### config.mk
export PLATFORM = sky130hd
export DESIGN_NAME = mem_map
export DESIGN_NICKNAME = d
export VERILOG_FILES = /design/src/design/zx_bus_pkg.sv /design/src/design/mem_map.sv
export SDC_FILE = /design/constraint.sdc
export NUM_CORES = 1
export LEC_CHECK = 0
export BUFFER_PORTS_ARGS = -buffer_cell sky130_fd_sc_hd__buf_4
export CORE_ASPECT_RATIO = 1.4
export CORE_MARGIN = 4
export CORE_UTILIZATION = 28
export CTS_BUF_LIST = sky130_fd_sc_hd__clkbuf_4 sky130_fd_sc_hd__clkbuf_8
export CTS_CLUSTER_SIZE = 30
export DETAILED_ROUTE_END_ITERATION = 8
export GPL_ROUTABILITY_DRIVEN = 0
export PLACE_DENSITY = 0.87
export SLEW_MARGIN = 20
export SYNTH_ARGS = -nofsm -noshare
export SYNTH_HDL_FRONTEND = slang
export SYNTH_SLANG_ARGS = --single-unit
### constraint.sdc
create_clock -name clk28 -period 1.07 [get_ports clk28]
set_clock_uncertainty 0.2 [all_clocks]
set_input_delay 0.214 -clock clk28 [delete_from_list [all_inputs] [get_ports clk28]]
set_output_delay 0.214 -clock clk28 [all_outputs]
set_load 0.05 [all_outputs]
### src/design/zx_bus_pkg.sv
`default_nettype none

package zx_bus_pkg;

	// a port is selected when all masked address bits are low
	localparam logic [15:0] PORT_FE_MASK   = 16'h0001;
	localparam logic [15:0] PORT_7FFD_MASK = 16'h8002;

	typedef logic [2:0] border_t; // {g, r, b}

	typedef struct packed {
		logic [15:0] a;
		logic        n_rd;
		logic        n_wr;
		logic        n_mreq;
		logic        n_iorq;
		logic        n_m1;
		logic        n_rfsh;
	} cpu_bus_t;

	typedef struct packed {
		logic [2:0] rambank; // page at c000
		logic       vbank;   // screen in page 7 instead of 5
		logic       rombank;
		logic       lock;
	} paging_t;

endpackage

`default_nettype wire

### src/design/mem_map.sv
`timescale 1ns/1ps
`default_nettype none

module mem_map (
	input  logic                 clk28,
	input  logic                 rst_n,
	input  zx_bus_pkg::cpu_bus_t bus,
	input  zx_bus_pkg::paging_t  paging,
	input  logic                 screen_read,
	input  logic [14:0]          screen_addr,
	output logic [18:0]          va,
	output logic [2:0]           ra,
	output logic                 n_romcs,
	output logic                 n_vrd,
	output logic                 n_vwr,
	output logic                 cpu_ram_rd
);

logic mem_cycle;
logic rom_area;
logic [2:0] page;
logic n_romcs_q;
logic n_ramcs_q;
logic n_vwr_q;
logic [5:0] ram_a; // 8K block of the 512K RAM

assign mem_cycle = !bus.n_mreq && bus.n_rfsh;
assign rom_area = bus.a[15:14] == 2'b00;

always_comb begin
	case (bus.a[15:14])
		2'b01: page = 3'd5;
		2'b10: page = 3'd2;
		2'b11: page = paging.rambank;
		default: page = 3'd0;
	endcase
end

always_ff @(posedge clk28 or negedge rst_n) begin
	if (!rst_n) begin
		n_romcs_q <= 1'b1;
		n_ramcs_q <= 1'b1;
		n_vwr_q <= 1'b1;
		ram_a <= '0;
	end
	else begin
		n_romcs_q <= !(mem_cycle && rom_area);
		n_ramcs_q <= !(mem_cycle && !rom_area);
		n_vwr_q <= !(mem_cycle && !rom_area && !bus.n_wr);
		ram_a <= {2'b11, page, bus.a[13]};
	end
end

assign n_romcs = n_romcs_q | bus.n_mreq;
assign n_vrd = (n_ramcs_q | bus.n_rd) & !screen_read;
assign n_vwr = n_vwr_q | bus.n_wr | screen_read; // fetcher owns the bus
assign cpu_ram_rd = !n_ramcs_q && !bus.n_rd;

assign va = screen_read ? {3'b111, paging.vbank, screen_addr} : {ram_a, bus.a[12:0]};
assign ra = {2'b00, paging.rombank};

endmodule

`default_nettype wire

=== Word-level counts from Yosys, hierarchy flattened ===
Cells that the tools add are included.

* Flip-flop bits (word level): 8
* Bits of input ports: 46
* Output and inout bits: 26
* Logic and storage cells: 29

* Equal/unequal tests: 3
* Multiplexer cells: 2
* Bitwise logic cells: 5
* Reductions and logical operators: 15

{| class="wikitable"
|+ Operators with widths
! kind !! number
|-
| $mux 19 || 1
|-
| $logic_not 1->1 || 9
|-
| $pmux 3 s3 || 1
|-
| $logic_and 1x1->1 || 5
|-
| $eq 2x2->1 const B || 2
|-
| $or 1x1->1 || 4
|-
| $eq 2x1->1 const B || 1
|-
| $logic_not 2->1 || 1
|-
| $and 1x1->1 || 1
|}

=== Logic depth before layout (Yosys ltp) ===
* Depth in word-level cells: 5
* Depth in mapped cells: 3
* Gate-level depth less buffers: 2

=== Worst setup path after synthesis ===
OpenSTA, ideal clock, no wires.

* Path kind: register -> output
* Start point: register n_ramcs_q
* End point: output n_vrd
* Data arrival time: 1464 ps
* Data required time: 656 ps
* Slack: -808 ps
* Stages on the path, launching flop included: 3
* Path buffers: 0
* Cell sequence: dfstp_2 > nor2_1 > nor2_1

* Longest elaborated chain between the ends: 2

{| class="wikitable"
|+ RTL lines
! item !! line !! source
|-
| from (decl) || mem_map.sv:23 || <nowiki>logic n_ramcs_q;</nowiki>
|-
| from (signal assigned) || mem_map.sv:48 || <nowiki>n_ramcs_q <= !(mem_cycle && !rom_area);</nowiki>
|-
| $or 1x1->1 || mem_map.sv:55 || <nowiki>assign n_vrd = (n_ramcs_q | bus.n_rd) & !screen_read;</nowiki>
|-
| $and 1x1->1 || mem_map.sv:55 ||
|-
| to (decl) || mem_map.sv:14 || <nowiki>output logic n_vrd,</nowiki>
|}

Every way passes these cells.

=== Worst setup path in the final report ===
Ends and elaborated chain as after synthesis.

==> impl_results.md <==
- Root Driver: clkbuf_4
- CP endpoint: n_vrd
- IO Pins: 72
- Nets@finish: approximately 170
- Global-route wire length before repair: 3350 um
- Status: finished, violations left
- DIE HEIGHT: between 50 and 60 um
- PortBufs: 64
- ANT nets after route: 0
- Routed WL: 2330 um
- HPWL Detailed: 1580 um
- Final worst slack: -431 ps
- Vias per std cell: between 4 and 5
- Max-cap violations: 0
- Number of global-route vias before repair: ~720
- Leading area contributor after synthesis: mux2_2
- Maximum level of the CTS H-tree: 1
- RSZ-0062 raised after global routing: yes
- Grt ovf: 0
- Synth warnings: 0
- Hold Path Origin: bus[21]
- Largest net degree at the start of global routing: 9
- # fillers: approximately 110
- Setup crit start kind: flop
- Multi-input logic area: between 300 and 400 um^2
- Cell Area, Synth: ~540 um^2
- Routed vias: between 600 and 700
- Critical Path RT: about 660 ps
- Post-synthesis register bit count: 8
- Pwr/cell area: between 900 and 1000 nW/um^2
- Layout area overhead: 154%
- CTS sink cnt: 8
- Core ar.: between 1500 and 2000 um^2
- Register area: about 200 um^2
- Fin cells: roughly 140
- Layout cells sized above 1: ~83%
- Cell Rows: 18
- Post-synth top area share: 33.6%
- Hold_ws: -29.8 ps
- Number of CTS-inserted buffers: 3
- Cells after DPL: approximately 130
- DR DRC count: 0
- DIE AREA: roughly 2700 um^2
- Crit share post-route: 140%
- Critical path endpoint category: output pin
- GRT Total Usage: around 17%
- Worst Path Arrival: around 1100 ps
- Initial Util: just under 30%
- N_diodes: 0
- Cells after Synth: 49
- Deepest clock path buffer count: 2
- Syn_area_per_cell: 11.0 um^2
- 1st-iter DRT viols: 2
- Register area share after synthesis: 38.0%
- Netlist cell types: 15
- FMAX: about 670 MHz
- Die Span X: between 40 and 50 um
- Hold WC Path Type: in2reg
- Type of the worst setup path: reg2out
- Synth top area cells: mux2_2 34%, dfrtp_1 23%, dfstp_2 15%
- Most common cell after layout, fill and taps aside: buf_4
- Final Max Slew Viols: 0
- Leakage: 0.000715 uW
- Avg WL per Cell: about 17 um
- Worst Setup SP: n_ramcs_q$_DFF_PN1_
- Worst-path clk slew: ~50 ps
- Most frequent cells in the layout: 43 x buf_4, 16 x mux2_4, 16 x buf_6, 8 x buf_8, 5 x dfrtp_1
- Minimum clock period: ~1500 ps
- CP max FO: 2
- DR pass1 iterations: 2
- Initial antenna violation count: 0
- Final setup fails: 23
- CTS tree: yes
- CTS hold repair buffers: 3
- Worst vdd ir: slightly below 0.0007 V
- Fin. Hold Viols: 6
- Failing checks: negative hold slack, negative setup slack
worst max-delay path: stages (launching register included):
cell and delay, ps:
dfstp_2 550, nor2_4 50, nor2_4 90, buf_8 150
Yosys cell counts:
master and number:
buf_6 1, nor2_1 3, mux2_2 16, inv_1 3
nand2_1 1, a21boi_0 3, buf_4 5, nor2b_2 1
conb_1 2, or3b_1 1, dfstp_2 3, or2_2 3
o21ai_0 1, dfrtp_1 5, or3_1 1
stage by stage:
step	setup WS, ps	instance area (um^2)	power (uW)	setup TNS (ps)	utilization, %
floorplan	-221	657	729	-1530	-
global placement	-377	1080	905	-7420	60.2
detailed placement	-398	1080	915	-7770	60.2
CTS	-432	1360	1300	-5660	75.7
global route	-469	1370	1350	-6040	75.8
finish	-431	1370	1300	-5620	75.8
cell type report:
type / count / share of cell area (%)
Timing Repair Buffer: 73 / 53.5
Clock buffer: 4 / 2.20
Multi-Input combinational cell: 33 / 26.7
Inverter: 3 / 0.825
Tap cell: 20 / 1.83
Sequential cell: 8 / 14.9
how the worst min path moves through the flow:
| stage | slack (ps) | cells past startpoint | to |
|---|---|---|---|
| 4_1_cts | -30 | 2 | n_vwr_q$_DFF_PN1_ |
| 2_1_floorplan | -280 | 0 | ram_a[0]$_DFF_PN0_ |
| 3_5_place_dp | -170 | 1 | ram_a[4]$_DFF_PN0_ |
| 5_1_grt | -30 | 2 | ram_a[2]$_DFF_PN0_ |
| 6_report | -30 | 2 | n_ramcs_q$_DFF_PN1_ |
| 3_3_place_gp | -170 | 1 | ram_a[4]$_DFF_PN0_ |
flip-flops by register name, indices dropped and copies added, names as in the netlist:
signal,cells
n_romcs_q,1
n_vwr_q,1
n_ramcs_q,1
ram_a,5
where the power goes:
part	total, uW	switching [uW]	internal (uW)
clock network	260	93.1	167
logic	708	354	354
registers	328	6.10	322
cells by family after synthesis:
| family | Yosys count | share of synthesized area [%] |
|---|---|---|
| muxes | 16 | 33.6 |
| and+or+nand+nor | 10 | 10.7 |
| buffers and inverters | 9 | 11.2 |
| DFF | 8 | 38.0 |
| AOI/OAI and AO/OA | 4 | 5.13 |
| other | 2 | 1.40 |
routing by layer:
layer	global-route usage (%)	vias to the layer above	part of all wire [%]
met5	0	-	0
met4	7.53	0	0
met3	3.31	0	11
met2	33.8	46	57
met1	15.6	309	32
li1	-	302	-
what timing repair did:
item                                   CTS  global route
cloned                                   2             0
pin swaps                                2             0
setup endpoints to repair               23            24
buffers inserted                         4             1
gates resized for setup                 37             1
endpoints found under the hold margin   15             5
(Power assumes the default switching activity.)
