**config.mk**
```make
export PLATFORM = sky130hd
export DESIGN_NAME = raster_timer
export DESIGN_NICKNAME = d
export VERILOG_FILES = /design/src/design/zx_timing_pkg.sv /design/src/design/raster_timer.sv
export SDC_FILE = /design/constraint.sdc
export NUM_CORES = 1
export LEC_CHECK = 0
export BUFFER_PORTS_ARGS = -buffer_cell sky130_fd_sc_hd__buf_2
export CAP_MARGIN = 20
export CORE_AREA = 4 4 69 71
export DETAILED_ROUTE_END_ITERATION = 12
export DIE_AREA = 0 0 73 75
export SYNTH_ARGS = -nofsm -noshare
export SYNTH_HDL_FRONTEND = slang
export SYNTH_SLANG_ARGS = --single-unit
```
**constraint.sdc**
```tcl
create_clock -name clk28 -period 4.1 [get_ports clk28]
set_clock_uncertainty 0.05 [all_clocks]
set_input_delay 0.82 -clock clk28 [delete_from_list [all_inputs] [get_ports clk28]]
set_output_delay 0.82 -clock clk28 [all_outputs]
set_load 0.02 [all_outputs]
```
**src/design/zx_timing_pkg.sv**
```systemverilog
`default_nettype none

package zx_timing_pkg;

	localparam int H_AREA       = 256;
	localparam int V_AREA       = 192;
	localparam int SCREEN_DELAY = 8;

	// pentagon line, in pixels
	localparam int H_RBORDER = 64;
	localparam int H_BLANK1  = 8;
	localparam int H_SYNC    = 33;
	localparam int H_BLANK2  = 31;
	localparam int H_LBORDER = 56;
	localparam int H_TOTAL   = H_AREA + H_RBORDER + H_BLANK1 + H_SYNC + H_BLANK2 + H_LBORDER;

	localparam int H_BLANK_START = H_AREA + H_RBORDER;
	localparam int H_SYNC_START  = H_BLANK_START + H_BLANK1;
	localparam int H_SYNC_END    = H_SYNC_START + H_SYNC;
	localparam int H_BLANK_END   = H_SYNC_END + H_BLANK2;

	// pentagon frame, in lines
	localparam int V_BBORDER    = 56;
	localparam int V_SYNC       = 8;
	localparam int V_TBORDER    = 64;
	localparam int V_TOTAL      = V_AREA + V_BBORDER + V_SYNC + V_TBORDER;
	localparam int V_SYNC_START = V_AREA + V_BBORDER;
	localparam int V_SYNC_END   = V_SYNC_START + V_SYNC;

	localparam int INT_LINE   = 239;
	localparam int INT_H_FROM = 318;
	localparam int INT_H_TO   = 384;

	localparam int BLINK_BITS = 5;
	localparam logic [4:0] FETCH_PHASE = 5'd30; // {hc[2:0], sub} of cell load

	typedef logic [8:0] hcount_t;
	typedef logic [8:0] vcount_t;

	typedef struct packed {
		hcount_t    hc;
		vcount_t    vc;
		logic [1:0] sub;
		logic       ck7;         // last tick of the pixel
		logic       ck14;        // odd tick
		logic       blank;
		logic       hsync;
		logic       vsync;
		logic       screen_load;
		logic       screen_show;
		logic       line_end;
	} raster_t;

endpackage

`default_nettype wire

```
**src/design/raster_timer.sv**
```systemverilog
`timescale 1ns/1ps
`default_nettype none

module raster_timer (
	input  logic                   clk28,
	input  logic                   rst_n,
	output zx_timing_pkg::raster_t raster,
	output logic                   n_int,
	output logic                   blink,
	output logic                   clkcpu
);

zx_timing_pkg::hcount_t hc;
zx_timing_pkg::vcount_t vc;
logic [1:0] sub;
logic ck7;
logic line_end;
logic hsync_d;
logic vsync_d;
logic int_d;
logic hsync_q;
logic vsync_q;
logic int_prev;
logic [zx_timing_pkg::BLINK_BITS-1:0] blink_cnt;

assign ck7 = sub == 2'd3;
assign line_end = ck7 && hc == zx_timing_pkg::H_TOTAL - 1;

always_ff @(posedge clk28 or negedge rst_n) begin
	if (!rst_n) begin
		sub <= '0;
		hc <= '0;
		vc <= '0;
	end
	else begin
		sub <= sub + 2'd1;
		if (line_end) begin
			hc <= '0;
			if (vc == zx_timing_pkg::V_TOTAL - 1)
				vc <= '0;
			else
				vc <= vc + 9'd1;
		end
		else if (ck7) begin
			hc <= hc + 9'd1;
		end
	end
end

assign hsync_d = hc >= zx_timing_pkg::H_SYNC_START && hc < zx_timing_pkg::H_SYNC_END;
assign vsync_d = vc >= zx_timing_pkg::V_SYNC_START && vc < zx_timing_pkg::V_SYNC_END;
assign int_d = vc == zx_timing_pkg::INT_LINE &&
	hc >= zx_timing_pkg::INT_H_FROM && hc < zx_timing_pkg::INT_H_TO;

always_ff @(posedge clk28 or negedge rst_n) begin
	if (!rst_n) begin
		hsync_q <= 1'b0;
		vsync_q <= 1'b0;
		n_int <= 1'b1;
		clkcpu <= 1'b0;
	end
	else begin
		hsync_q <= hsync_d;
		vsync_q <= vsync_d;
		n_int <= !int_d;
		clkcpu <= hc[0]; // 3.5 MHz
	end
end

// flash counter steps at the end of each interrupt
always_ff @(posedge clk28 or negedge rst_n) begin
	if (!rst_n) begin
		int_prev <= 1'b1;
		blink_cnt <= '0;
	end
	else begin
		int_prev <= n_int;
		if (n_int && !int_prev)
			blink_cnt <= blink_cnt + 1'b1;
	end
end

assign blink = blink_cnt[zx_timing_pkg::BLINK_BITS-1];

always_comb begin
	raster.hc = hc;
	raster.vc = vc;
	raster.sub = sub;
	raster.ck7 = ck7;
	raster.ck14 = sub[0];
	raster.blank = vsync_d ||
		(hc >= zx_timing_pkg::H_BLANK_START && hc < zx_timing_pkg::H_BLANK_END);
	raster.hsync = hsync_q;
	raster.vsync = vsync_q;
	raster.screen_load = vc < zx_timing_pkg::V_AREA && (hc < zx_timing_pkg::H_AREA || line_end);
	raster.screen_show = vc < zx_timing_pkg::V_AREA &&
		hc >= zx_timing_pkg::SCREEN_DELAY - 1 &&
		hc < zx_timing_pkg::H_AREA + zx_timing_pkg::SCREEN_DELAY - 1;
	raster.line_end = line_end;
end

endmodule

`default_nettype wire

```
== After elaboration in Yosys (flattened, before gate mapping) ==
Index checks and enable logic that the tools add are counted.

* Bits in registers: 30
* Output and inout bits: 31
* Bits of input ports: 2

* Add/sub/neg operators: 4
* $lt $le $gt $ge: 12
* Equal/unequal tests: 4
* Reduce and logical (&&, ||, !) cells: 15
* Muxes and demuxes: 3

{| class="wikitable"
|+ Operators with widths
! kind !! count
|-
| $lt 9x9->1 const B || 6
|-
| $ge 9x9->1 const B || 3
|-
| $mux 9 || 3
|-
| $add 9x1->9 const B || 2
|-
| $eq 9x9->1 const B || 2
|-
| $logic_and 1x1->1 || 10
|-
| $eq 9x8->1 const B || 1
|-
| $ge 9x3->1 const B || 1
|-
| $ge 9x8->1 const B || 1
|-
| $lt 9x8->1 const B || 1
|-
| $add 5x1->5 const B || 1
|-
| $add 2x1->2 const B || 1
|-
| $eq 2x2->1 const B || 1
|-
| $logic_not 1->1 || 2
|-
| $logic_or 1x1->1 || 2
|-
| $reduce_bool 2->1 || 1
|}

== Longest topological paths before layout ==
* Word-level depth: 4
* Mapped depth: 9

== Worst setup path before layout ==
OpenSTA, ideal clock, no wires.

* Kind: register -> output
* Start point: register hc[1]
* End point: output raster[2] (netlist name)
* Stages on the path, launching flop included: 6
* Buffers on the path: 1
* Path slack: 1255 ps
* Arrival time: 1975 ps
* Data required time: 3230 ps
* Path through: dfrtp_1 -> ha_1 -> nand4_1 -> or4b_4 -> buf_6 -> a21oi_1

{| class="wikitable"
|+ RTL lines
! element !! RTL line !! RTL
|-
| from (decl) || raster_timer.sv:13 || <nowiki>zx_timing_pkg::hcount_t hc;</nowiki>
|-
| from (signal assigned) || raster_timer.sv:45 || <nowiki>hc <= hc + 9'd1;</nowiki>
|-
| to (decl) || raster_timer.sv:7 || <nowiki>output zx_timing_pkg::raster_t raster,</nowiki>
|}

==> impl_metrics.toml <==
[run_status]
outcome = "complete, no violations"

[detailed_routing]
via_per_inst = 5.022
drtAntennaViolNets = 0
drc = 0
first_iter_violations = 47
wl_per_cell_um = 13.79
routed_wl_um = 3130
drt-pass1-iter-count = 4
vias = 1140

[cts]
cts_resized = 0
clk_path_buf_depth = 2
cts_sinks = 30
htree_levels = 2
cts_tree = "done"
clkTransAtPathRegs_ns = 0.06
hold_buffers = 0
clock_latency_ns = 0.28
clockRootBuffer = "clkbuf_8"
numCtsBuffers = 5
cts_setup_buffers = 0

[pwr]
power.leakage_nw = 0.8675
powerDensity_nw_per_um2 = 325.6
total_power_mw = 0.5924
irDropWorstVdd_v = 0.0001732

[die]
die_h_um = 75
dieArea_um2 = 5475
rows = 24
core-area_um2 = 4234
initial_core_util_pct = 37.68
fp.dieW_um = 73
io_pins = 33

[global_route]
grt_max_degree = 31
grt_pass1_vias = 1151
grt_usage_pct = 12.82
grt_first_pass_wirelength_um = 5285
antenna_found_initial = 0
grt_overflow = 0

[synth]
ys_types = 47
ys_seq_elements = 30
synth_warnings = 0
synth_top_cell_by_area = "dfrtp_1"
synth_top_cell_area_share_pct = 43.92
synth_top_flop_cell = "dfrtp_1"
syn_area_um2 = 1595
synth_nets = 155
syn_area_per_cell_um2 = 10.85
async_flop_share_pct = 100.0
ys_seq_area_share_pct = 47.22
synth_edf_count = 0
syn-instance-count = 147
synthTopCellsByArea = "dfrtp_1 44%, xnor2_1 4.9%, ha_1 4.7%"

[min_path]
min_from = "n_int"
hp-class = "register to register"
hold_path_end = "int_prev"
holdPathStages = 0

[timing]
worstMarginPinSlew_ns = 0.6767
timing.fmax_ghz = 0.3204
maxSlewViolCount = 0
timing.final.crit_share_pct = 76.11
fin_hold_ws_ns = 0.3208
setup_violations = 0
rsz0062_at_grt = "false"
hold_viol = 0
timing.final.ws_setup_ns = 0.9793
tns_ns = 0
fin_crit_ns = 3.121
relSlewSlack_pct = 54.89

[critical_path]
critPathCaptureType = "output port"
crit_path_start_kind = "register"
cp.arrival_ns = 2.25
required_ns = 3.23
timing.rr.start = "hc[1]"
setup.worst_path.class = "register to output port"
rr_worst_depth = 6
reg2reg_slack_ns = 1.99
cp_max_fo = 8
r2r_end = "vc[7]"

[finish]
postLayoutCoreUtil_pct = 42.97
drive_gt1_share_pct = 30.86
area_delta_synth_final_pct = 14.04
n_antenna_cell = 0
nets = 182

[place]
port-buffer-count = 32
place_ws_ns = 1.296
place.gp.congestion = 0.8087
hpwl_um = 2298

[job]
drv_cap = 0
==> synthesized netlist by cell type, types with 2 or more instances <==
cell / n
mux2_2: 3
a21oi_1: 6
nand4_1: 8
a21o_1: 2
ha_1: 6
dfstp_2: 2
nand3_1: 5
xor2_1: 2
inv_1: 8
buf_6: 3
dfrtp_1: 28
nand2_1: 12
nor4_1: 2
and3_1: 2
nor2b_1: 2
o21ai_0: 7
buf_4: 7
nor2_1: 4
nor3_1: 2
xnor2_1: 9
==> cells by family (layout without fill, tap and decap cells) <==
kind of cell | Yosys count | count (layout) | share of synthesized area, %
and+or+nand+nor | 49 | 49 | 18.04
DFF | 30 | 30 | 47.22
AOI/OAI and AO/OA | 25 | 25 | 10.43
buffers and inverters | 21 | 49 | 9.804
xor gates and xnor gates | 12 | 12 | 7.060
adders and majority gates | 6 | 6 | 4.706
muxes | 4 | 4 | 2.745
==> how the worst max path moves through the flow <==
stage / startpoint / end / slack, ns / depth (start not counted)
final: hc[1] / raster[2] / 0.98 / 5
after CTS: hc[1] / raster[2] / 0.98 / 5
after global placement: sub[0] / raster[2] / 1.38 / 5
after floorplan: hc[1] / raster[2] / 1.26 / 5
after global routing: sub[0] / raster[2] / 0.84 / 5
after detailed placement: sub[0] / raster[2] / 1.30 / 5
==> flip-flops by register name, indices dropped and copies added, names as in the netlist <==
signal,flops
clkcpu,1
hsync_q,1
hc,9
vsync_q,1
sub,2
vc,9
n_int,1
int_prev,1
blink_cnt,5
==> power by group <==
group | internal (mW) | switching, mW | total, mW
logic | 0.000342 | 0.00560 | 0.00594
clock network | 0.179 | 0.112 | 0.290
registers | 0.296 | 0 | 0.296
total | 0.475 | 0.117 | 0.592
==> through the flow <==
stage | area (µm²) | std cells
2_1_floorplan | 1595 | 147
3_3_place_gp | 1710 | 219
3_5_place_dp | 1710 | 219
4_1_cts | 1819 | 227
5_1_grt | 1819 | 227
6_report | 1819 | 227
==> placed cells by master (no fill, tap or decap), types with 3 or more instances in the layout <==
cell type,netlist,routed
ha_1,6,6
nand3_1,5,5
inv_1,8,8
a21oi_1,6,6
xnor2_1,9,9
clkbuf_8,0,5
dfrtp_1,28,28
nand4_1,8,8
nand2_1,12,12
mux2_2,3,3
buf_2,0,32
o21ai_0,7,7
nor2_1,4,4
==> worst max-delay path: stages (launching register included) <==
cell and delay [ns]:
dfrtp_1 0.48, ha_1 0.30, nand4_1 0.18, or4b_4 0.62, a21oi_1 0.20, buf_2 0.19
==> per-layer routing <==
metal / up-vias / global-route usage [%] / share of wire [%]
met1: 544 / 16.81 / 49
li1: 560 / - / -
met5: - / 0 / 0
met4: 0 / 7.377 / 2.4
met3: 8 / 3.204 / 4.9
met2: 28 / 19.27 / 43
==> cell type report <==
class / instances / area (µm²)
sequential: 30 / 753.2
multi-input combinational: 96 / 685.7
fill: 418 / 2415
inverter: 9 / 46.29
clock buffer: 5 / 68.82
timing repair buffer: 32 / 160.2
tap: 52 / 65.06
clock inverter: 3 / 40.04
Note: power is estimated with default switching activity, not from simulation.
