[src/design/zx_bus_pkg.sv]
`default_nettype none

package zx_bus_pkg;

	// a port is selected when all masked address bits are low
	localparam logic [15:0] PORT_FE_MASK   = 16'h0001;
	localparam logic [15:0] PORT_7FFD_MASK = 16'h8002;

	typedef logic [2:0] border_t; // {g, r, b}

	typedef struct packed {
		logic [15:0] a;
		logic        n_rd;
		logic        n_wr;
		logic        n_mreq;
		logic        n_iorq;
		logic        n_m1;
		logic        n_rfsh;
	} cpu_bus_t;

	typedef struct packed {
		logic [2:0] rambank; // page at c000
		logic       vbank;   // screen in page 7 instead of 5
		logic       rombank;
		logic       lock;
	} paging_t;

endpackage

`default_nettype wire

[src/design/zx_timing_pkg.sv]
`default_nettype none

package zx_timing_pkg;

	localparam int H_AREA       = 256;
	localparam int V_AREA       = 192;
	localparam int SCREEN_DELAY = 8;

	// pentagon line, in pixels
	localparam int H_RBORDER = 64;
	localparam int H_BLANK1  = 8;
	localparam int H_SYNC    = 33;
	localparam int H_BLANK2  = 31;
	localparam int H_LBORDER = 56;
	localparam int H_TOTAL   = H_AREA + H_RBORDER + H_BLANK1 + H_SYNC + H_BLANK2 + H_LBORDER;

	localparam int H_BLANK_START = H_AREA + H_RBORDER;
	localparam int H_SYNC_START  = H_BLANK_START + H_BLANK1;
	localparam int H_SYNC_END    = H_SYNC_START + H_SYNC;
	localparam int H_BLANK_END   = H_SYNC_END + H_BLANK2;

	// pentagon frame, in lines
	localparam int V_BBORDER    = 56;
	localparam int V_SYNC       = 8;
	localparam int V_TBORDER    = 64;
	localparam int V_TOTAL      = V_AREA + V_BBORDER + V_SYNC + V_TBORDER;
	localparam int V_SYNC_START = V_AREA + V_BBORDER;
	localparam int V_SYNC_END   = V_SYNC_START + V_SYNC;

	localparam int INT_LINE   = 239;
	localparam int INT_H_FROM = 318;
	localparam int INT_H_TO   = 384;

	localparam int BLINK_BITS = 5;
	localparam logic [4:0] FETCH_PHASE = 5'd30; // {hc[2:0], sub} of cell load

	typedef logic [8:0] hcount_t;
	typedef logic [8:0] vcount_t;

	typedef struct packed {
		hcount_t    hc;
		vcount_t    vc;
		logic [1:0] sub;
		logic       ck7;         // last tick of the pixel
		logic       ck14;        // odd tick
		logic       blank;
		logic       hsync;
		logic       vsync;
		logic       screen_load;
		logic       screen_show;
		logic       line_end;
	} raster_t;

endpackage

`default_nettype wire

[src/design/screen_fetch.sv]
`timescale 1ns/1ps
`default_nettype none

module screen_fetch (
	input  logic                   clk28,
	input  logic                   rst_n,
	input  zx_timing_pkg::raster_t raster,
	input  logic                   blink,
	input  zx_bus_pkg::border_t    border,
	input  logic                   cpu_idle,
	input  logic [7:0]             vd_in,
	output logic                   screen_read,
	output logic [14:0]            screen_addr,
	output logic [1:0]             r,
	output logic [1:0]             g,
	output logic [1:0]             b,
	output logic                   csync,
	output logic                   hsync,
	output logic                   vsync
);

logic clk7;
logic cell_end;
logic [14:0] bitmap_addr;
logic [14:0] attr_addr;
logic [7:0] bitmap;
logic [7:0] attr;
logic [7:0] bitmap_next;
logic [7:0] attr_next;
logic ink_sel;
logic [2:0] colour;

assign clk7 = raster.sub[1]; // attr in first half, bitmap in second
assign cell_end = {raster.hc[2:0], raster.sub} == zx_timing_pkg::FETCH_PHASE;

// third, pixel line and char row are interleaved in the bitmap
assign bitmap_addr = {2'b10, raster.vc[7:6], raster.vc[2:0], raster.vc[5:3], raster.hc[7:3]};
assign attr_addr = {5'b10110, raster.vc[7:3], raster.hc[7:3]};
assign screen_addr = clk7 ? bitmap_addr : attr_addr;

always_ff @(posedge clk28 or negedge rst_n) begin
	if (!rst_n) begin
		screen_read <= 1'b0;
		attr_next <= '0;
		bitmap_next <= '0;
	end
	else if (raster.ck14) begin
		screen_read <= raster.screen_load && cpu_idle;
		if (screen_read && !clk7)
			attr_next <= vd_in;
		if (screen_read && clk7)
			bitmap_next <= vd_in;
	end
end

always_ff @(posedge clk28 or negedge rst_n) begin
	if (!rst_n) begin
		bitmap <= '0;
		attr <= '0;
	end
	else if (cell_end) begin
		if (raster.screen_show) begin
			bitmap <= bitmap_next;
			attr <= attr_next;
		end
		else begin
			bitmap <= '0;
			attr <= {2'b00, border, 3'b000}; // border as paper, no bright
		end
	end
	else if (raster.ck7) begin
		bitmap <= {bitmap[6:0], 1'b0};
	end
end

assign ink_sel = bitmap[7] ^ (attr[7] & blink);
assign colour = ink_sel ? attr[2:0] : attr[5:3];

always_ff @(posedge clk28 or negedge rst_n) begin
	if (!rst_n) begin
		{g, r, b} <= '0;
		csync <= 1'b1;
		hsync <= 1'b0;
		vsync <= 1'b0;
	end
	else if (raster.ck7) begin
		if (raster.blank) begin
			{g, r, b} <= '0;
		end
		else begin
			{g[1], r[1], b[1]} <= colour;
			{g[0], r[0], b[0]} <= {3{(|colour) & attr[6]}}; // bright, black stays black
		end
		csync <= ~(raster.hsync ^ raster.vsync);
		hsync <= raster.hsync;
		vsync <= raster.vsync;
	end
end

endmodule

`default_nettype wire

[config.mk]
export PLATFORM = sky130hd
export DESIGN_NAME = screen_fetch
export DESIGN_NICKNAME = d
export VERILOG_FILES = /design/src/design/zx_bus_pkg.sv /design/src/design/zx_timing_pkg.sv /design/src/design/screen_fetch.sv
export SDC_FILE = /design/constraint.sdc
export NUM_CORES = 1
export LEC_CHECK = 0
export ABC_AREA = 1
export BUFFER_PORTS_ARGS = -buffer_cell sky130_fd_sc_hd__buf_2
export CELL_PAD_IN_SITES_DETAIL_PLACEMENT = 1
export CELL_PAD_IN_SITES_GLOBAL_PLACEMENT = 1
export CORE_ASPECT_RATIO = 0.75
export CORE_UTILIZATION = 35
export CTS_BUF_LIST = sky130_fd_sc_hd__clkbuf_16
export DETAILED_ROUTE_END_ITERATION = 10
export PLACE_DENSITY = 0.8
export SLEW_MARGIN = 15
export SYNTH_ARGS = -nofsm -noshare
export SYNTH_HDL_FRONTEND = slang
export SYNTH_SLANG_ARGS = --single-unit
[constraint.sdc]
create_clock -name clk28 -period 1.25 [get_ports clk28]
set_input_delay 0.125 -clock clk28 [delete_from_list [all_inputs] [get_ports clk28]]
set_output_delay 0.125 -clock clk28 [all_outputs]
set_load 0.02 [all_outputs]
# After elaboration in Yosys (flattened, before gate mapping)
# Index checks and enable logic that the tools add are counted.
[word_totals]
reg_bits = 42
latch_bits = 0
mem_bits_rw = 0
mem_bits_ro = 0
mem_count = 0
[op_classes]
n_div = 0
muxes = 9
bitwise = 5
n_shift = 0
n_lt_le_gt_ge = 0
n_reduce_logical = 8
multipliers = 0
add_sub_neg = 0
n_eq_ne = 1
[ops]
columns = ["operator", "count"]
rows = [
  ["$mux W8", 4],
  ["$mux W13", 1],
  ["$mux W2", 3],
  ["$eq A5 B5 Y1 const B", 1],
  ["$reduce_and A2 Y1", 2],
  ["$logic_and A1 B1 Y1", 3],
  ["$mux W3", 1],
  ["$reduce_or A3 Y1", 1],
  ["$and A1 B1 Y1", 2],
  ["$reduce_bool A2 Y1", 1],
  ["$xor A1 B1 Y1", 2],
  ["$logic_not A1 Y1", 1],
  ["$not A1 Y1", 1],
]

# Logic depth before layout (Yosys ltp)
[depth]
word_depth = 6
ltp_mapped = 9
mapped_depth_nobuf = 8

# Worst setup path after synthesis
# Ideal clock, no wire load.
[synth_timing]
path_kind = "reg-to-reg"
start = "register screen_read"
end = "register attr_next[5]"
period_less_slack_ps = 1134
stages_incl_launch_ff = 5
n_path_buf = 1
required_ps = 1119
t_arrival_ps = 1003
setup_ps = 131
path_slack_ps = 116
path_cell_list = "dfrtp_1 -> nand3_1 -> clkbuf_1 -> nand2_1 -> o21ai_0"
[synth_between]
elab_chain_len = 2
[synth_lines]
columns = ["element", "line_no", "source"]
rows = [
  ["start, declared", "screen_fetch.sv:12", "output logic screen_read,"],
  ["start signal, assigned", "screen_fetch.sv:48", "screen_read <= raster.screen_load && cpu_idle;"],
  ["$logic_and A1 B1 Y1", "screen_fetch.sv:49", "if (screen_read && !clk7)"],
  ["$reduce_and A2 Y1 (no line)", "n/a", ""],
  ["end signal, assigned", "screen_fetch.sv:50", "attr_next <= vd_in;"],
  ["end, declared", "screen_fetch.sv:29", "logic [7:0] attr_next;"],
]
# Every way passes these cells.
# A chain may end at the register's enable or synchronous reset.

# Worst setup path in the final report
[layout_timing]
start = "register attr[7]"
end = "register r[0]"
[layout_between]
elab_chain_len = 6
[layout_lines]
columns = ["element", "line_no", "source"]
rows = [
  ["start, declared", "screen_fetch.sv:27", "logic [7:0] attr;"],
  ["start signal, assigned", "screen_fetch.sv:64", "attr <= attr_next;"],
  ["start signal, assigned", "screen_fetch.sv:68", "attr <= {2'b00, border, 3'b000};"],
  ["$and A1 B1 Y1", "screen_fetch.sv:76", "assign ink_sel = bitmap[7] ^ (attr[7] & blink);"],
  ["$xor A1 B1 Y1", "screen_fetch.sv:76", ""],
  ["$mux W3", "screen_fetch.sv:77", "assign colour = ink_sel ? attr[2:0] : attr[5:3];"],
  ["$reduce_or A3 Y1", "screen_fetch.sv:92", "{g[0], r[0], b[0]} <= {3{(|colour) & attr[6]}};"],
  ["$and A1 B1 Y1", "screen_fetch.sv:92", ""],
  ["$mux W2", "screen_fetch.sv:87", "if (raster.blank) begin"],
  ["end signal, assigned", "screen_fetch.sv:92", ""],
  ["end, declared", "screen_fetch.sv:14", "output logic [1:0] r,"],
]
# Every way passes these cells.

==> impl_metrics.yaml <==
power:
  ir_drop_mv: 0.654
  power_density_over_the_cells_nw_per_um2: 1560
  power.static_leakage_nw: 1.22
layout:
  number_of_nets_in_the_final_layout: 306
  area.growth.synth_to_final_pct: 21.8
  ratio_of_cells_with_drive_above_1_in_the_final_layout_pct: 26.1
  most-common-layout-cells: "77 x nand2_1, 46 x buf_2, 39 x dfrtp_1, 22 x o21ai_0, 21 x inv_1"
  num_antenna_cells: 0
  most_frequent_standard_cell_in_the_layout_excluding_fill_and_tap_cells: "nand2_1"
  final_core_utilization_pct: 45.2
timing:
  finalClockSkew_ns: 0.00613
  timing_max_transition_violations_final: 0
  grt_setup_unrepaired: "no"
  post_layout_minimum_cycle_time_ns: 1.13
  fin_setup_tns_ns: 0
  fmax_mhz: 886
  setup-violations-final: 0
  final_min_period_over_clock_period_pct: 90.3
  hold_viol: 0
hold_path:
  hold_class: "in -> reg"
  hold_end: "hsync"
  worst_hold_startpoint: "raster[4]"
  worst_hold_path.num_cells: 3
floorplanning:
  design.core.area_sq_um: 4980
  placementRows: 22
  floorplan.io_pins: 68
  initial_utilization_pct: 37.1
  floorplan.die.width_microns: 85.9
  die_y_microns: 64.9
  floorplan.die_area_sq_um: 5570
clocking:
  cts_root_buf: "clkbuf_16"
  cts_setup_buffers: 0
  cts-hold-fix-buffers: 1
  cts.clk_slew.worst_paths_ns: 0.06
  clock_sink_count: 40
  tritoncts: "yes"
  clk_latency_ns: 0.28
  tritoncts.num_buffers: 5
  max-clock-path-buffers: 2
  cts.repair.resized: 0
  htree_num_levels: 2
worst_setup_path:
  reg2reg_from: "attr[7]"
  reg2reg_depth: 8
  cp_max_fo: 4
  critPathCaptureType: "flip-flop"
  endpoint_of_the_worst_register_to_register_path: "r[0]"
  critical_path_arrival_ns: 1.30
  worst-r2r-setup-slack_ns: 0.12
  critPathLaunchType: "flip-flop"
  critPathKind: "reg -> reg"
  cp_data_required_time_ns: 1.42
global_routing:
  grt_first_pass_wirelength_mm: 7.36
  gr-total-overflow: 0
  grt_use_total_pct: 17.4
  grt_max_degree: 41
  grt_antenna_before_repair: 0
  grt_pass1_vias: 1576
detailed_routing:
  antenna_violating_nets_post_route: 0
  drt_first_iter_violations: 64
  vias_per_cell: 4.55
  drc_errors: 0
  routed_wirelength_mm: 4.24
  dr.pass1.iters: 4
  routed-via-count: 1528
  routed_wire_length_per_instance_microns: 12.6
job:
  max_cap_viol_count: 0
synth:
  synth.yosys.seq_area_share_pct: 54.3
  synth.distinct_cells: 20
  ys.flop_type: "dfrtp_1"
  synth.cell_area_sq_um: 1850
  syn_nets: 263
  yosysWarnings: 0
  seq_cells_post_synth: 40
  avgSynthCellArea_sq_um: 8.39
  number_of_enable_type_register_cells_in_the_synthesized_netlist: 0
  async_flop_share_pct: 100
  netlist_instances: 220
placement:
  port_buffers: 46
  place.gp.congestion: 0.749
  detailedPlacementHpwl_mm: 3.15
outcome:
  status: "completed"
how the worst max path moves through the flow:
stage | startpoint | to
detailed placement | raster[9] | attr[6]
global placement | raster[9] | attr[6]
CTS | attr[7] | r[0]
global route | attr[7] | r[0]
finish | attr[7] | r[0]
floorplan | screen_read | attr_next[5]
per-stage QoR:
step,setup slack (ns),cells,total power [mW],hold WS [ns],area (sq um)
floorplan,0.116,220,2.11,-0.171,1850
global placement,0.0733,327,2.30,0.111,2100
detailed placement,0.0279,327,2.33,0.113,2100
CTS,0.120,336,3.55,0.0701,2250
global route,0.0129,336,3.69,0.100,2250
finish,0.121,336,3.52,0.0684,2250
synth_stat cells (2+ instances only):
master,number,share of area [%]
o21ai_1,3,0.81
inv_2,3,0.61
dfrtp_1,39,53
o21ai_2,2,0.95
o21ai_0,22,6.0
inv_1,21,4.3
nand2_1,77,16
nand3_1,19,5.1
clkbuf_1,2,0.41
a31oi_1,3,1.0
buf_4,14,5.7
conb_1,2,0.41
nor2_1,6,1.2
logic make-up after synthesis:
kind of cell | count (synthesis) | share of synthesized area, %
AO/OA/AOI/OAI | 30 | 8.74
XOR/XNOR | 1 | 0.474
buffers and inverters | 41 | 11.6
flip-flops | 40 | 54.3
other | 2 | 0.407
AND/OR/NAND/NOR | 106 | 24.5
final cells by class:
class | instances | area (sq um)
repair buffers | 53 | 298
inverters | 24 | 90.1
clock buffers | 5 | 125
multi-input cells | 139 | 631
well taps | 72 | 90.1
fillers | 614 | 2730
clock inverters | 3 | 13.8
flip-flops and latches | 40 | 1000
worst max-delay path, stage by stage (launching register included):
cell     delay (ns)
dfrtp_1        0.39
nand2_1        0.08
nand2_1        0.09
nand2_1        0.12
nand2_1        0.06
nand2_1        0.09
nand3_1        0.08
nand2_1        0.06
nand2_1        0.04
power by group:
group | leakage, nW | switching (mW) | internal [mW]
Clock | 0.0710 | 0.485 | 0.724
Sequential | 0.511 | 0.140 | 1.54
Combinational | 0.636 | 0.384 | 0.243
Total | 1.22 | 1.01 | 2.51
flip-flops by register name (all words and copies together) (netlist names):
name,cells
b,1
bitmap,8
csync,1
r,2
bitmap_next,8
attr_next,8
hsync,1
screen_read,1
attr,8
g,1
vsync,1
per-layer routing:
metal / vias to the layer above / routed length [microns] / track usage [%]
li1: 758 / - / -
met1: 737 / 2100 / 23.1
met2: 29 / 1920 / 27.8
met3: 4 / 195 / 4.97
met4: 0 / 27 / 4.38
met5: - / 0 / 0
Power figures use the tool's default switching activity.
