===== src/design/zx_bus_pkg.sv =====
`default_nettype none

package zx_bus_pkg;

	// a port is selected when all masked address bits are low
	localparam logic [15:0] PORT_FE_MASK   = 16'h0001;
	localparam logic [15:0] PORT_7FFD_MASK = 16'h8002;

	typedef logic [2:0] border_t; // {g, r, b}

	typedef struct packed {
		logic [15:0] a;
		logic        n_rd;
		logic        n_wr;
		logic        n_mreq;
		logic        n_iorq;
		logic        n_m1;
		logic        n_rfsh;
	} cpu_bus_t;

	typedef struct packed {
		logic [2:0] rambank; // page at c000
		logic       vbank;   // screen in page 7 instead of 5
		logic       rombank;
		logic       lock;
	} paging_t;

endpackage

`default_nettype wire


===== src/design/io_ports.sv =====
`timescale 1ns/1ps
`default_nettype none

module io_ports (
	input  logic                 clk28,
	input  logic                 rst_n,
	input  zx_bus_pkg::cpu_bus_t bus,
	input  logic [7:0]           xd_in,
	input  logic [4:0]           kd,
	input  logic                 tape_in,
	output zx_bus_pkg::border_t  border,
	output logic                 beeper,
	output logic                 tape_out,
	output zx_bus_pkg::paging_t  paging,
	output logic [7:0]           rd_data,
	output logic                 rd_en
);

logic io_cycle;
logic fe_cs;
logic p7ffd_cs;

assign io_cycle = !bus.n_iorq && bus.n_m1; // not an interrupt ack
assign fe_cs = io_cycle && (bus.a & zx_bus_pkg::PORT_FE_MASK) == 16'h0000;
assign p7ffd_cs = io_cycle && (bus.a & zx_bus_pkg::PORT_7FFD_MASK) == 16'h0000;

always_ff @(posedge clk28 or negedge rst_n) begin
	if (!rst_n) begin
		border <= '0;
		beeper <= 1'b0;
		tape_out <= 1'b0;
	end
	else if (fe_cs && !bus.n_wr) begin
		beeper <= xd_in[4];
		tape_out <= xd_in[3];
		border <= xd_in[2:0];
	end
end

always_ff @(posedge clk28 or negedge rst_n) begin
	if (!rst_n) begin
		paging <= '0;
	end
	else if (p7ffd_cs && !bus.n_wr && !paging.lock) begin
		paging.rambank <= xd_in[2:0];
		paging.vbank <= xd_in[3];
		paging.rombank <= xd_in[4];
		paging.lock <= xd_in[5]; // sticky until reset
	end
end

always_ff @(posedge clk28 or negedge rst_n) begin
	if (!rst_n)
		rd_en <= 1'b0;
	else
		rd_en <= fe_cs && !bus.n_rd;
end

always_ff @(posedge clk28) begin
	if (fe_cs && !bus.n_rd)
		rd_data <= {1'b1, tape_in, 1'b1, kd};
end

endmodule

`default_nettype wire


===== config.mk =====
export PLATFORM = sky130hd
export DESIGN_NAME = io_ports
export DESIGN_NICKNAME = d
export VERILOG_FILES = /design/src/design/zx_bus_pkg.sv /design/src/design/io_ports.sv
export SDC_FILE = /design/constraint.sdc
export NUM_CORES = 1
export LEC_CHECK = 0
export CAP_MARGIN = 5
export CORE_MARGIN = 2
export CORE_UTILIZATION = 45
export CTS_CLUSTER_SIZE = 16
export DETAILED_ROUTE_END_ITERATION = 8
export DONT_BUFFER_PORTS = 1
export REMOVE_ABC_BUFFERS = 1
export SLEW_MARGIN = 5
export SYNTH_ARGS = -nofsm -noshare
export SYNTH_HDL_FRONTEND = slang
export SYNTH_SLANG_ARGS = --single-unit

===== constraint.sdc =====
create_clock -name clk28 -period 1.4 [get_ports clk28]
set_input_delay 0.14 -clock clk28 [delete_from_list [all_inputs] [get_ports clk28]]
set_output_delay 0.14 -clock clk28 [all_outputs]
set_load 0.01 [all_outputs]

---- Yosys cells after proc, flatten, opt, wreduce, memory -nomap -nowiden ----
Cells that the tools add are included.
storage, ports and cells
  register bits after elaboration ......... 18
  input port bits ......................... 38
  output and inout bits ................... 20
  word-level logic and storage cells ...... 22
operators by class
  reductions and logical operators ........ 13
operators by type and width
  cell                count
  16-bit logical NOT  2
  1-bit logical AND   7
  1-bit logical NOT   4

---- Longest topological paths before layout ----
Gate-level depths: netlist (run 1).
  word-level depth ........................ 5
  mapped depth ............................ 3

---- Least setup slack after synthesis (run 1) ----
Ideal clock, no wire load.
  kind .................................... input-to-reg
  start point ............................. input bus[6] (netlist bit)
  end point ............................... register rd_data[0] (enable)
  setup time .............................. 379 ps
  data arrival time ....................... 830 ps
  required time ........................... 1021 ps
  path slack .............................. 191 ps
  stages .................................. 2
  buffers on the path ..................... 0
  path through ............................ nand2b_1 > nor3_1
between the ends
  cells in the longest elaborated chain, start to end .. 3
RTL lines
  item                    line            RTL
  start: declaration      io_ports.sv:7   input zx_bus_pkg::cpu_bus_t bus,
  16-bit logical NOT      io_ports.sv:24  assign fe_cs = io_cycle && (bus.a & zx_bus_pkg::PORT_FE_MASK) == 16'h0000;
  1-bit logical AND       io_ports.sv:24
  1-bit logical AND       io_ports.sv:60  if (fe_cs && !bus.n_rd)
  end signal: assignment  io_ports.sv:61  rd_data <= {1'b1, tape_in, 1'b1, kd};
  end: declaration        io_ports.sv:15  output logic [7:0] rd_data,
Every way passes these cells.
A chain may end at the register's enable or synchronous reset.

---- Final worst setup path (run 1) ----
  start point ............................. register paging[0] (netlist bit)
  end point ............................... register paging[2] (netlist bit)
between the ends
  cells in the longest elaborated chain, start to end .. 2
RTL lines
  item                line            RTL
  start: declaration  io_ports.sv:14  output zx_bus_pkg::paging_t paging,
  1-bit logical NOT   io_ports.sv:44  else if (p7ffd_cs && !bus.n_wr && !paging.lock) begin
  1-bit logical AND   io_ports.sv:44
Every way passes these cells.

==> metrics.txt, run 1 <==
initial antenna violation count=0; count of cell types in the netlist=12; die height=42.7 microns; delay of the slowest critical-path stage=0.44 ns; via count=392; top cells by count, synth=dfrtp_1 (12), mux2_2 (10), edfxtp_1 (6); EDFF count, synth=6; placed inst area=689 sq um; Syn Inst Count=38; clock buffer count from CTS=3; Clock transition at path regs=0.10 ns; Worst path top cell family by delay=flip-flops; Total Routing Usage GR=16.4%; multi-input logic area=183 sq um; 1st-pass router iterations=2; sequential fraction of the synthesis area=71.2%; Ys Warns=0; PwrDens=1290 nW/um^2; # IOs=58; post-route cell area=846 sq um; synthesized cell area=674 sq um; Clock Sinks=18; WL/cell=18.4 microns; 1st-iter DRT viols=3; vias in the first global route=416; clk root buf=clkbuf_4; die area=1820 sq um; max_cap viols=0; Critical R2R Launch=paging[0]$_DFFE_PN0P_; leak pwr=0.357 nW; # fillers=103; Buf/Inv on CP=0; Clk pwr share=23.2%; Synth Register Bits=18; first-pass GRT wire length=2010 microns; Hold-fix buffers, CTS=12; Resized Gates After CTS=0; core area=1350 sq um; Worst Setup SP=paging[0]$_DFFE_PN0P_; proportion of layout cells with a drive suffix above 1=30.9%; Critical-path top delay cell=dfrtp_1; WS Path Type=reg -> reg; Initial Util=50.0%; diodes inserted=0; Clock Latency Late Sink=0.29 ns; RSZ-0062 raised after global routing=false; Hold WS=0.0300 ns; final worst-path cycle share=85.5%; critical-path cell list=nand4b_2 > mux2_2; worst relative slew slack=64.0%; postcts setup bufs=0; Nets=94; outcome=finished, final reports clean; f_max=0.836 GHz; share of the synthesized area in the top cell type=44.5%; Port Buffers=0; Top FF cell, synth=dfrtp_1; Storage cell area=480 sq um; H-Tree Depth=1; routed wire length=1290 microns; Yosys top cell by area=dfrtp_1; Crit Path Max Fanout=5; Hold Crit Class=in -> reg; clk_skew=0.00957 ns; Worst EP arrival=1.38 ns; Overflow after GRT=0; CTS tree=done; final non-filler cell total=70; crit path time final=1.20 ns; Slew Limit Fails=0; Internal=809 uW; drc violations=0; Psw=283 uW; Die X=42.7 microns; post-detail-place hpwl=971 microns; Async S/R FF share, synth=66.7%; peak supply drop=0.000706 V; combinational cell fraction of total power=11.4%; type of origin of the critical path=register; mean number of vias per cell=5.60; Worst Path Required=1.58 ns; worst-margin pin slew=0.538 ns; setup TNS=0 ns; post-route ant nets=0; # rows=13; worst-case clock buffer depth=2; most numerous cell in the Yosys netlist=dfrtp_1; final setup fails=0; Layout area overhead=25.4%; syn_area_per_cell=17.7 sq um; placed insts=53; top post-synthesis cells by area=dfrtp_1 (45%), edfxtp_1 (27%), mux2_2 (17%); min-delay src=bus[1]; placer congestion estimate=0.677; sequential share of power=65.4%; CP endpoint kind=register; switching share of total power=25.9%; Fin. Hold Viols=0; largest net degree at the start of global routing=13
==> layer usage <==
metal  GRT usage (%)  vias up  routed length [microns]
li1                -      168                        -
met1            15.4      195                      467
met2            27.3       27                      680
met3            9.36        2                      132
met4            9.38        0                        8
met5               0        -                        0
==> layout by cell type, fill, tap and decap left out, drive strengths merged <==
| master | n |
|---|---|
| dlygate4sd3 | 13 |
| dfrtp | 12 |
| mux2 | 10 |
| edfxtp | 6 |
| clkbuf | 3 |
| conb | 2 |
| nor3 | 2 |
| nor2 | 2 |
| nand2b | 1 |
| nand4b | 1 |
| a41o | 1 |
| clkinv | 1 |
| buf | 1 |
==> power by group through the flow <==
stage	registers (mW)	logic, mW	clock network [mW]
after floorplan	0.708	0.0772	0
after global placement	0.721	0.0814	0
after global routing	0.725	0.136	0.301
after detailed placement	0.727	0.0905	0
after CTS	0.717	0.125	0.265
final	0.715	0.124	0.254
==> stage by stage <==
step,worst slack (ns),power [mW],util [%]
6_report,0.204,1.09,62.7
5_1_grt,0.126,1.16,62.7
4_1_cts,0.176,1.11,61.9
3_5_place_dp,0.172,0.818,51.1
3_3_place_gp,0.241,0.803,51.1
2_1_floorplan,0.191,0.785,-
==> worst paths after layout <==
check / slack, ns / cells past startpoint / end
worst max-delay path: 0.20 / 2 / paging[2]$_DFFE_PN0P_
worst min-delay path: 0.03 / 1 / paging[0]$_DFFE_PN0P_
worst max register to register: 0.20 / 2 / paging[2]$_DFFE_PN0P_
worst min register to register: 0.59 / 1 / paging[0]$_DFFE_PN0P_
max in group asynchronous: 0.78 / 1 / paging[5]$_DFFE_PN0P_
min in group asynchronous: 0.26 / 1 / paging[4]$_DFFE_PN0P_
==> flip-flops by register name, indices dropped and copies added, names as in the netlist <==
name      count
paging        6
rd_data       6
border        3
rd_en         1
tape_out      1
beeper        1
==> cell families (layout without fill, tap and decap cells) <==
family,after synthesis,in the layout,share of synthesized area [%]
muxes,10,10,16.7
and+or+nand+nor,6,6,7.79
other,1,2,0.556
buffers and inverters,2,18,2.23
DFF,18,18,71.2
AOI/OAI and AO/OA,1,1,1.48
==> cell type report <==
| type | instances | share of cell area (%) |
|---|---|---|
| clock inverter | 1 | 0.444 |
| tap | 15 | 2.22 |
| clock buffer | 3 | 2.66 |
| multi-input combinational | 19 | 21.6 |
| sequential | 18 | 56.8 |
| timing repair buffer | 14 | 16.3 |
Power figures use the tool's default switching activity.
==> run 2, diff against run 1 <==
Settings changed: SETUP_SLACK_MARGIN set to 0.3.
==> run 2 against run 1 <==
Effect of this change: utilization increased by 0.74 points; clock power decreased by 2%; clock skew decreased by 0.0038 ns; combinational power increased by 3%; highest routed layer unchanged; via count increased by 0.77%; power increased by 0.18%; register-to-register slack improved by 0.10 ns; global-route usage decreased by 0.18 points.
==> metrics.txt, run 2 (synthesis results as in run 1) <==
outcome=finished, final reports clean; post-route ant nets=0; largest net degree at the start of global routing=13; leak pwr=0.367 nW; setup TNS=0 ns; die height=42.7 microns; FF-to-FF End=paging[2]$_DFFE_PN0P_; clock buffer count from CTS=3; Crit Path Max Fanout=5; postcts setup bufs=0; Worst Hold Path EP=paging[0]$_DFFE_PN0P_; final worst-path cycle share=78.2%; number of cells on the worst reg-to-reg path=2; f_max=0.913 GHz; 1st-iter DRT viols=3; R2R setup slack=0.30 ns; routed wire length=1290 microns; Worst Path Required=1.58 ns; final design utilization=63.4%; Overflow after GRT=0; crit path time final=1.10 ns; worst-margin pin slew=0.538 ns; initial antenna violation count=0; final non-filler cell total=70; WS Path Type=reg -> reg; peak supply drop=0.000699 V; DP Worst Slack=0.172 ns; placed insts=53; PwrDens=1280 nW/um^2; Clock Latency Late Sink=0.28 ns; Total Routing Usage GR=16.2%; clk root buf=clkbuf_4; Hold Crit Class=in -> reg; Clock Sinks=18; CP endpoint kind=register; Worst EP arrival=1.27 ns; first-pass GRT wire length=1990 microns; # IOs=58; # fillers=99; Initial Util=50.0%; vias in the first global route=407; WL/cell=18.4 microns; worst-case clock buffer depth=2; proportion of layout cells with a drive suffix above 1=32.7%; Fin. Hold Viols=0; RSZ-0062 raised after global routing=true; most frequent cells in the layout=dlygate4sd3_1 (13), dfrtp_1 (11), mux2_2 (10); hold depth=1; Slew Limit Fails=0; Die X=42.7 microns; max_cap viols=0; Critical R2R Launch=paging[0]$_DFFE_PN0P_; Layout area overhead=26.9%; H-Tree Depth=1; drc violations=0; final setup fails=0; 1st-pass router iterations=2; most common cell after layout, fill and taps aside=dlygate4sd3_1; die area=1820 sq um; Port Buffers=0; worst setup slack after layout=0.305 ns; # rows=13; Clock transition at path regs=0.10 ns; post-detail-place hpwl=971 microns; clk_skew=0.00575 ns; CTS tree=done; Nets=94; diodes inserted=0; min-delay src=bus[1]; worst relative slew slack=64.0%; mean number of vias per cell=5.64; core area=1350 sq um; Largest regs=paging x6, rd_data x6, border x3; via count=395; type of origin of the critical path=register; placer congestion estimate=0.677
## run 2: cell count changes in the layout (fill, tap and decap cells not counted)
cell | before | now
nand4b_4 | 0 | 1
dfrtp_2 | 0 | 1
dfrtp_1 | 12 | 11
nand4b_2 | 1 | 0
## run 2: report_power, final
group	switching, mW	internal (mW)	total [mW]
Clock	0.146	0.103	0.249
Sequential	0.0936	0.624	0.718
Combinational	0.0418	0.0860	0.128
## run 2: stage by stage
step                      cell area, sq um  hold WS (ns)  power, mW
after detailed placement               689        -0.155      0.818
after global placement                 689        -0.155      0.803
after CTS                              845       0.00511       1.11
after floorplan                        663        -0.156      0.785
final                                  856        0.0296       1.09
after global routing                   856       0.00513       1.17
## run 2: routing by layer
layer  track usage (%)  part of all wire, %
met1              15.4                   37
met2              26.7                   53
met3              9.36                   10
met4              9.38                 0.62
met5                 0                    0
## run 2: layout make-up
class	count	area, sq um	area share [%]
Timing Repair Buffer	14	138	16.1
Clock inverter	1	3.75	0.439
Sequential cell	18	482	56.3
Multi-Input combinational cell	19	191	22.4
Tap cell	15	18.8	2.19
Clock buffer	3	22.5	2.63
## run 2: worst max-delay path, cell delays in order (launching register included)
cell and delay, ns:
dfrtp_2 0.45, nand4b_4 0.23, mux2_2 0.31
## run 2: timing repair
item                                   in CTS  in global routing
endpoints found under the hold margin      27                  1
setup endpoints to repair                   5                  5
hold buffers                               12                  1
resized for setup                           1                  1
## run 2: how the worst max path moves through the flow
stage | start | to | slack, ns | cells after the start
3_3_place_gp | paging[0]$_DFFE_PN0P_ | paging[1]$_DFFE_PN0P_ | 0.24 | 2
4_1_cts | paging[0]$_DFFE_PN0P_ | paging[2]$_DFFE_PN0P_ | 0.28 | 2
6_report | paging[0]$_DFFE_PN0P_ | paging[2]$_DFFE_PN0P_ | 0.30 | 2
5_1_grt | paging[0]$_DFFE_PN0P_ | paging[5]$_DFFE_PN0P_ | 0.27 | 2
2_1_floorplan | bus[6] | rd_data[0]$_DFFE_PP_ | 0.19 | 2
3_5_place_dp | paging[0]$_DFFE_PN0P_ | paging[2]$_DFFE_PN0P_ | 0.17 | 2
==> run 3, diff against run 2 <==
Settings changed: ABC_AREA set to 1.
Clock period 1.4 ns to 1 ns, I/O delays scaled along.
==> run 3 against run 2 <==
Effect of this change: the run now ends with hold timing left; synthesized cell count increased by 68%; register-to-register slack got worse by 0.23 ns; routed wire length up 12%; design area up 9.2%.
==> metrics.txt, run 3 <==
sequential fraction of the synthesis area=65.5%; top cells by count, synth=nand2_1 (21), dfrtp_1 (12), nand4_1 (11); post-route ant nets=0; Worst EP arrival=0.84 ns; RSZ-0062 raised after global routing=true; count of cell types in the netlist=12; Hold WS=-0.146 ns; Clock Latency Late Sink=0.28 ns; type of origin of the critical path=register; Die X=44.4 microns; final setup fails=0; Clock transition at path regs=0.10 ns; peak supply drop=0.000863 V; critical-path cell list=buf_6; synthesized cell area=733 sq um; Final Power=1.34 mW; final worst-path cycle share=94.0%; f_max=1.06 GHz; GRT met1 Usage=20.3%; EDFF count, synth=6; setup TNS=0 ns; share of the synthesized area in the top cell type=41.0%; WS Path Type=reg -> out; most frequent cells in the layout=nand2_1 (21), dfrtp_1 (12), dlygate4sd3_1 (12); PwrDens=1440 nW/um^2; worst-case clock buffer depth=2; Total Routing Usage GR=17.8%; Largest regs=paging x6, rd_data x6, border x3; Ys Warns=0; placer congestion estimate=0.719; routed wire length=1440 microns; failing checks=hold timing; met3 usage=5.71%; clk root buf=clkbuf_4; Critical-path top delay cell=dfrtp_1; Initial Util=48.1%; drc violations=0; grt met2 use=30.6%; 1st-pass router iterations=4; # fillers=128; syn_area_per_cell=11.5 sq um; # IOs=58; core area=1520 sq um; post-detail-place hpwl=979 microns; Crit Path Max Fanout=2; Worst path top cell family by delay=flip-flops; Synth Register Bits=18; Hold Crit Class=in -> async; Top FF cell, synth=dfrtp_1; Slew Limit Fails=0; max_cap viols=0; Overflow after GRT=0; Clock Sinks=18; via count=529; die height=44.4 microns; CP endpoint kind=primary output; initial antenna violation count=0; Yosys top cell by area=dfrtp_1; outcome=finished with violations; largest net degree at the start of global routing=13; H-Tree Depth=1; most numerous cell in the Yosys netlist=nand2_1; mean number of vias per cell=5.34; delay of the slowest critical-path stage=0.42 ns; worst-margin pin slew=0.558 ns; most common cell after layout, fill and taps aside=nand2_1; leak pwr=0.434 nW; crit path time final=0.940 ns; proportion of layout cells with a drive suffix above 1=16.9%; Layout area overhead=27.5%; WL/cell=14.5 microns; Buf/Inv on CP=1; Syn Inst Count=64; Port Buffers=0; Nets=122; Worst Path Required=0.90 ns; first-pass GRT wire length=2480 microns; clk_skew=0.000665 ns; top post-synthesis cells by area=dfrtp_1 (41%), edfxtp_1 (25%), nand2_1 (11%); Async S/R FF share, synth=66.7%; CTS tree=done; die area=1970 sq um; vias in the first global route=575; clock buffer count from CTS=3; postcts setup bufs=0; diodes inserted=0; 1st-iter DRT viols=7; grt peak-use layer=met2; # rows=14; Fin. Hold Viols=12; worst relative slew slack=62.8%; Hold-fix buffers, CTS=13
[run 3: cell types whose count changed after synthesis, sizes merged]
cell	previous run	this run
mux2	10	0
nand2	0	21
nand3	0	2
inv	0	4
nor4	0	1
nor2	2	3
nand4	0	11
nor3	2	0
buf	2	3
a41o	1	0
nand2b	1	0
nand4b	1	0
[run 3: cell families (layout without fill, tap and decap cells)]
kind of cell / after synthesis / in the layout / share of synthesized area [%]
buffers and inverters: 7 / 25 / 5.63
and+or+nand+nor: 38 / 38 / 28.3
DFF: 18 / 18 / 65.5
other: 1 / 2 / 0.511
[run 3: metrics by stage]
| step | cell area (sq um) | instances | worst slack (ns) | hold WS (ns) | utilization [%] |
|---|---|---|---|---|---|
| floorplan | 711 | 62 | -0.276 | -0.196 | - |
| global placement | 761 | 82 | 0.130 | -0.195 | 49.9 |
| detailed placement | 761 | 82 | 0.121 | -0.195 | 49.9 |
| CTS | 932 | 99 | 0.0481 | 0.00366 | 61.2 |
| global route | 935 | 99 | 0.00303 | -0.0950 | 61.3 |
| finish | 935 | 99 | 0.0596 | -0.146 | 61.3 |
[run 3: power breakdown]
group / switching [mW] / internal, mW / total [mW]
registers: 0.0537 / 0.811 / 0.865
clock network: 0.206 / 0.145 / 0.351
logic: 0.0682 / 0.0609 / 0.129
total: 0.328 / 1.02 / 1.34
[run 3: layer usage]
| layer | up-vias | wire length (microns) |
|---|---|---|
| met2 | 27 | 753 |
| li1 | 254 | - |
| met5 | - | 0 |
| met3 | 0 | 108 |
| met1 | 248 | 578 |
| met4 | 0 | 0 |
[run 3: timing repair]
item / 4_1_cts / 5_1_grt
hold endpoints to repair: 29 / 12
gates resized for setup: 3 / 1
setup endpoints to repair: 24 / 37
pin swaps: 5 / 2
[run 3: layout make-up]
| type | count | area [sq um] | area share (%) |
|---|---|---|---|
| Inverter | 4 | 15.0 | 1.61 |
| Sequential cell | 18 | 480 | 51.4 |
| Multi-Input combinational cell | 40 | 223 | 23.8 |
| Clock buffer | 3 | 22.5 | 2.41 |
| Tap cell | 16 | 20.0 | 2.14 |
| Timing Repair Buffer | 17 | 170 | 18.2 |
| Clock inverter | 1 | 3.75 | 0.402 |
[run 3: worst paths after layout]
kind,cells past startpoint,startpoint,end,slack [ns]
worst max-delay path,1,paging[0]$_DFFE_PN0P_,paging[0],0.06
worst min-delay path,1,rst_n,rd_en$_DFF_PN0_,-0.15
worst max register to register,4,paging[0]$_DFFE_PN0P_,paging[0]$_DFFE_PN0P_,0.07
worst min register to register,2,paging[1]$_DFFE_PN0P_,paging[1]$_DFFE_PN0P_,0.55
max in group asynchronous,1,rst_n,paging[0]$_DFFE_PN0P_,0.78
min in group clk28,3,bus[2],border[1]$_DFFE_PN0P_,0.01
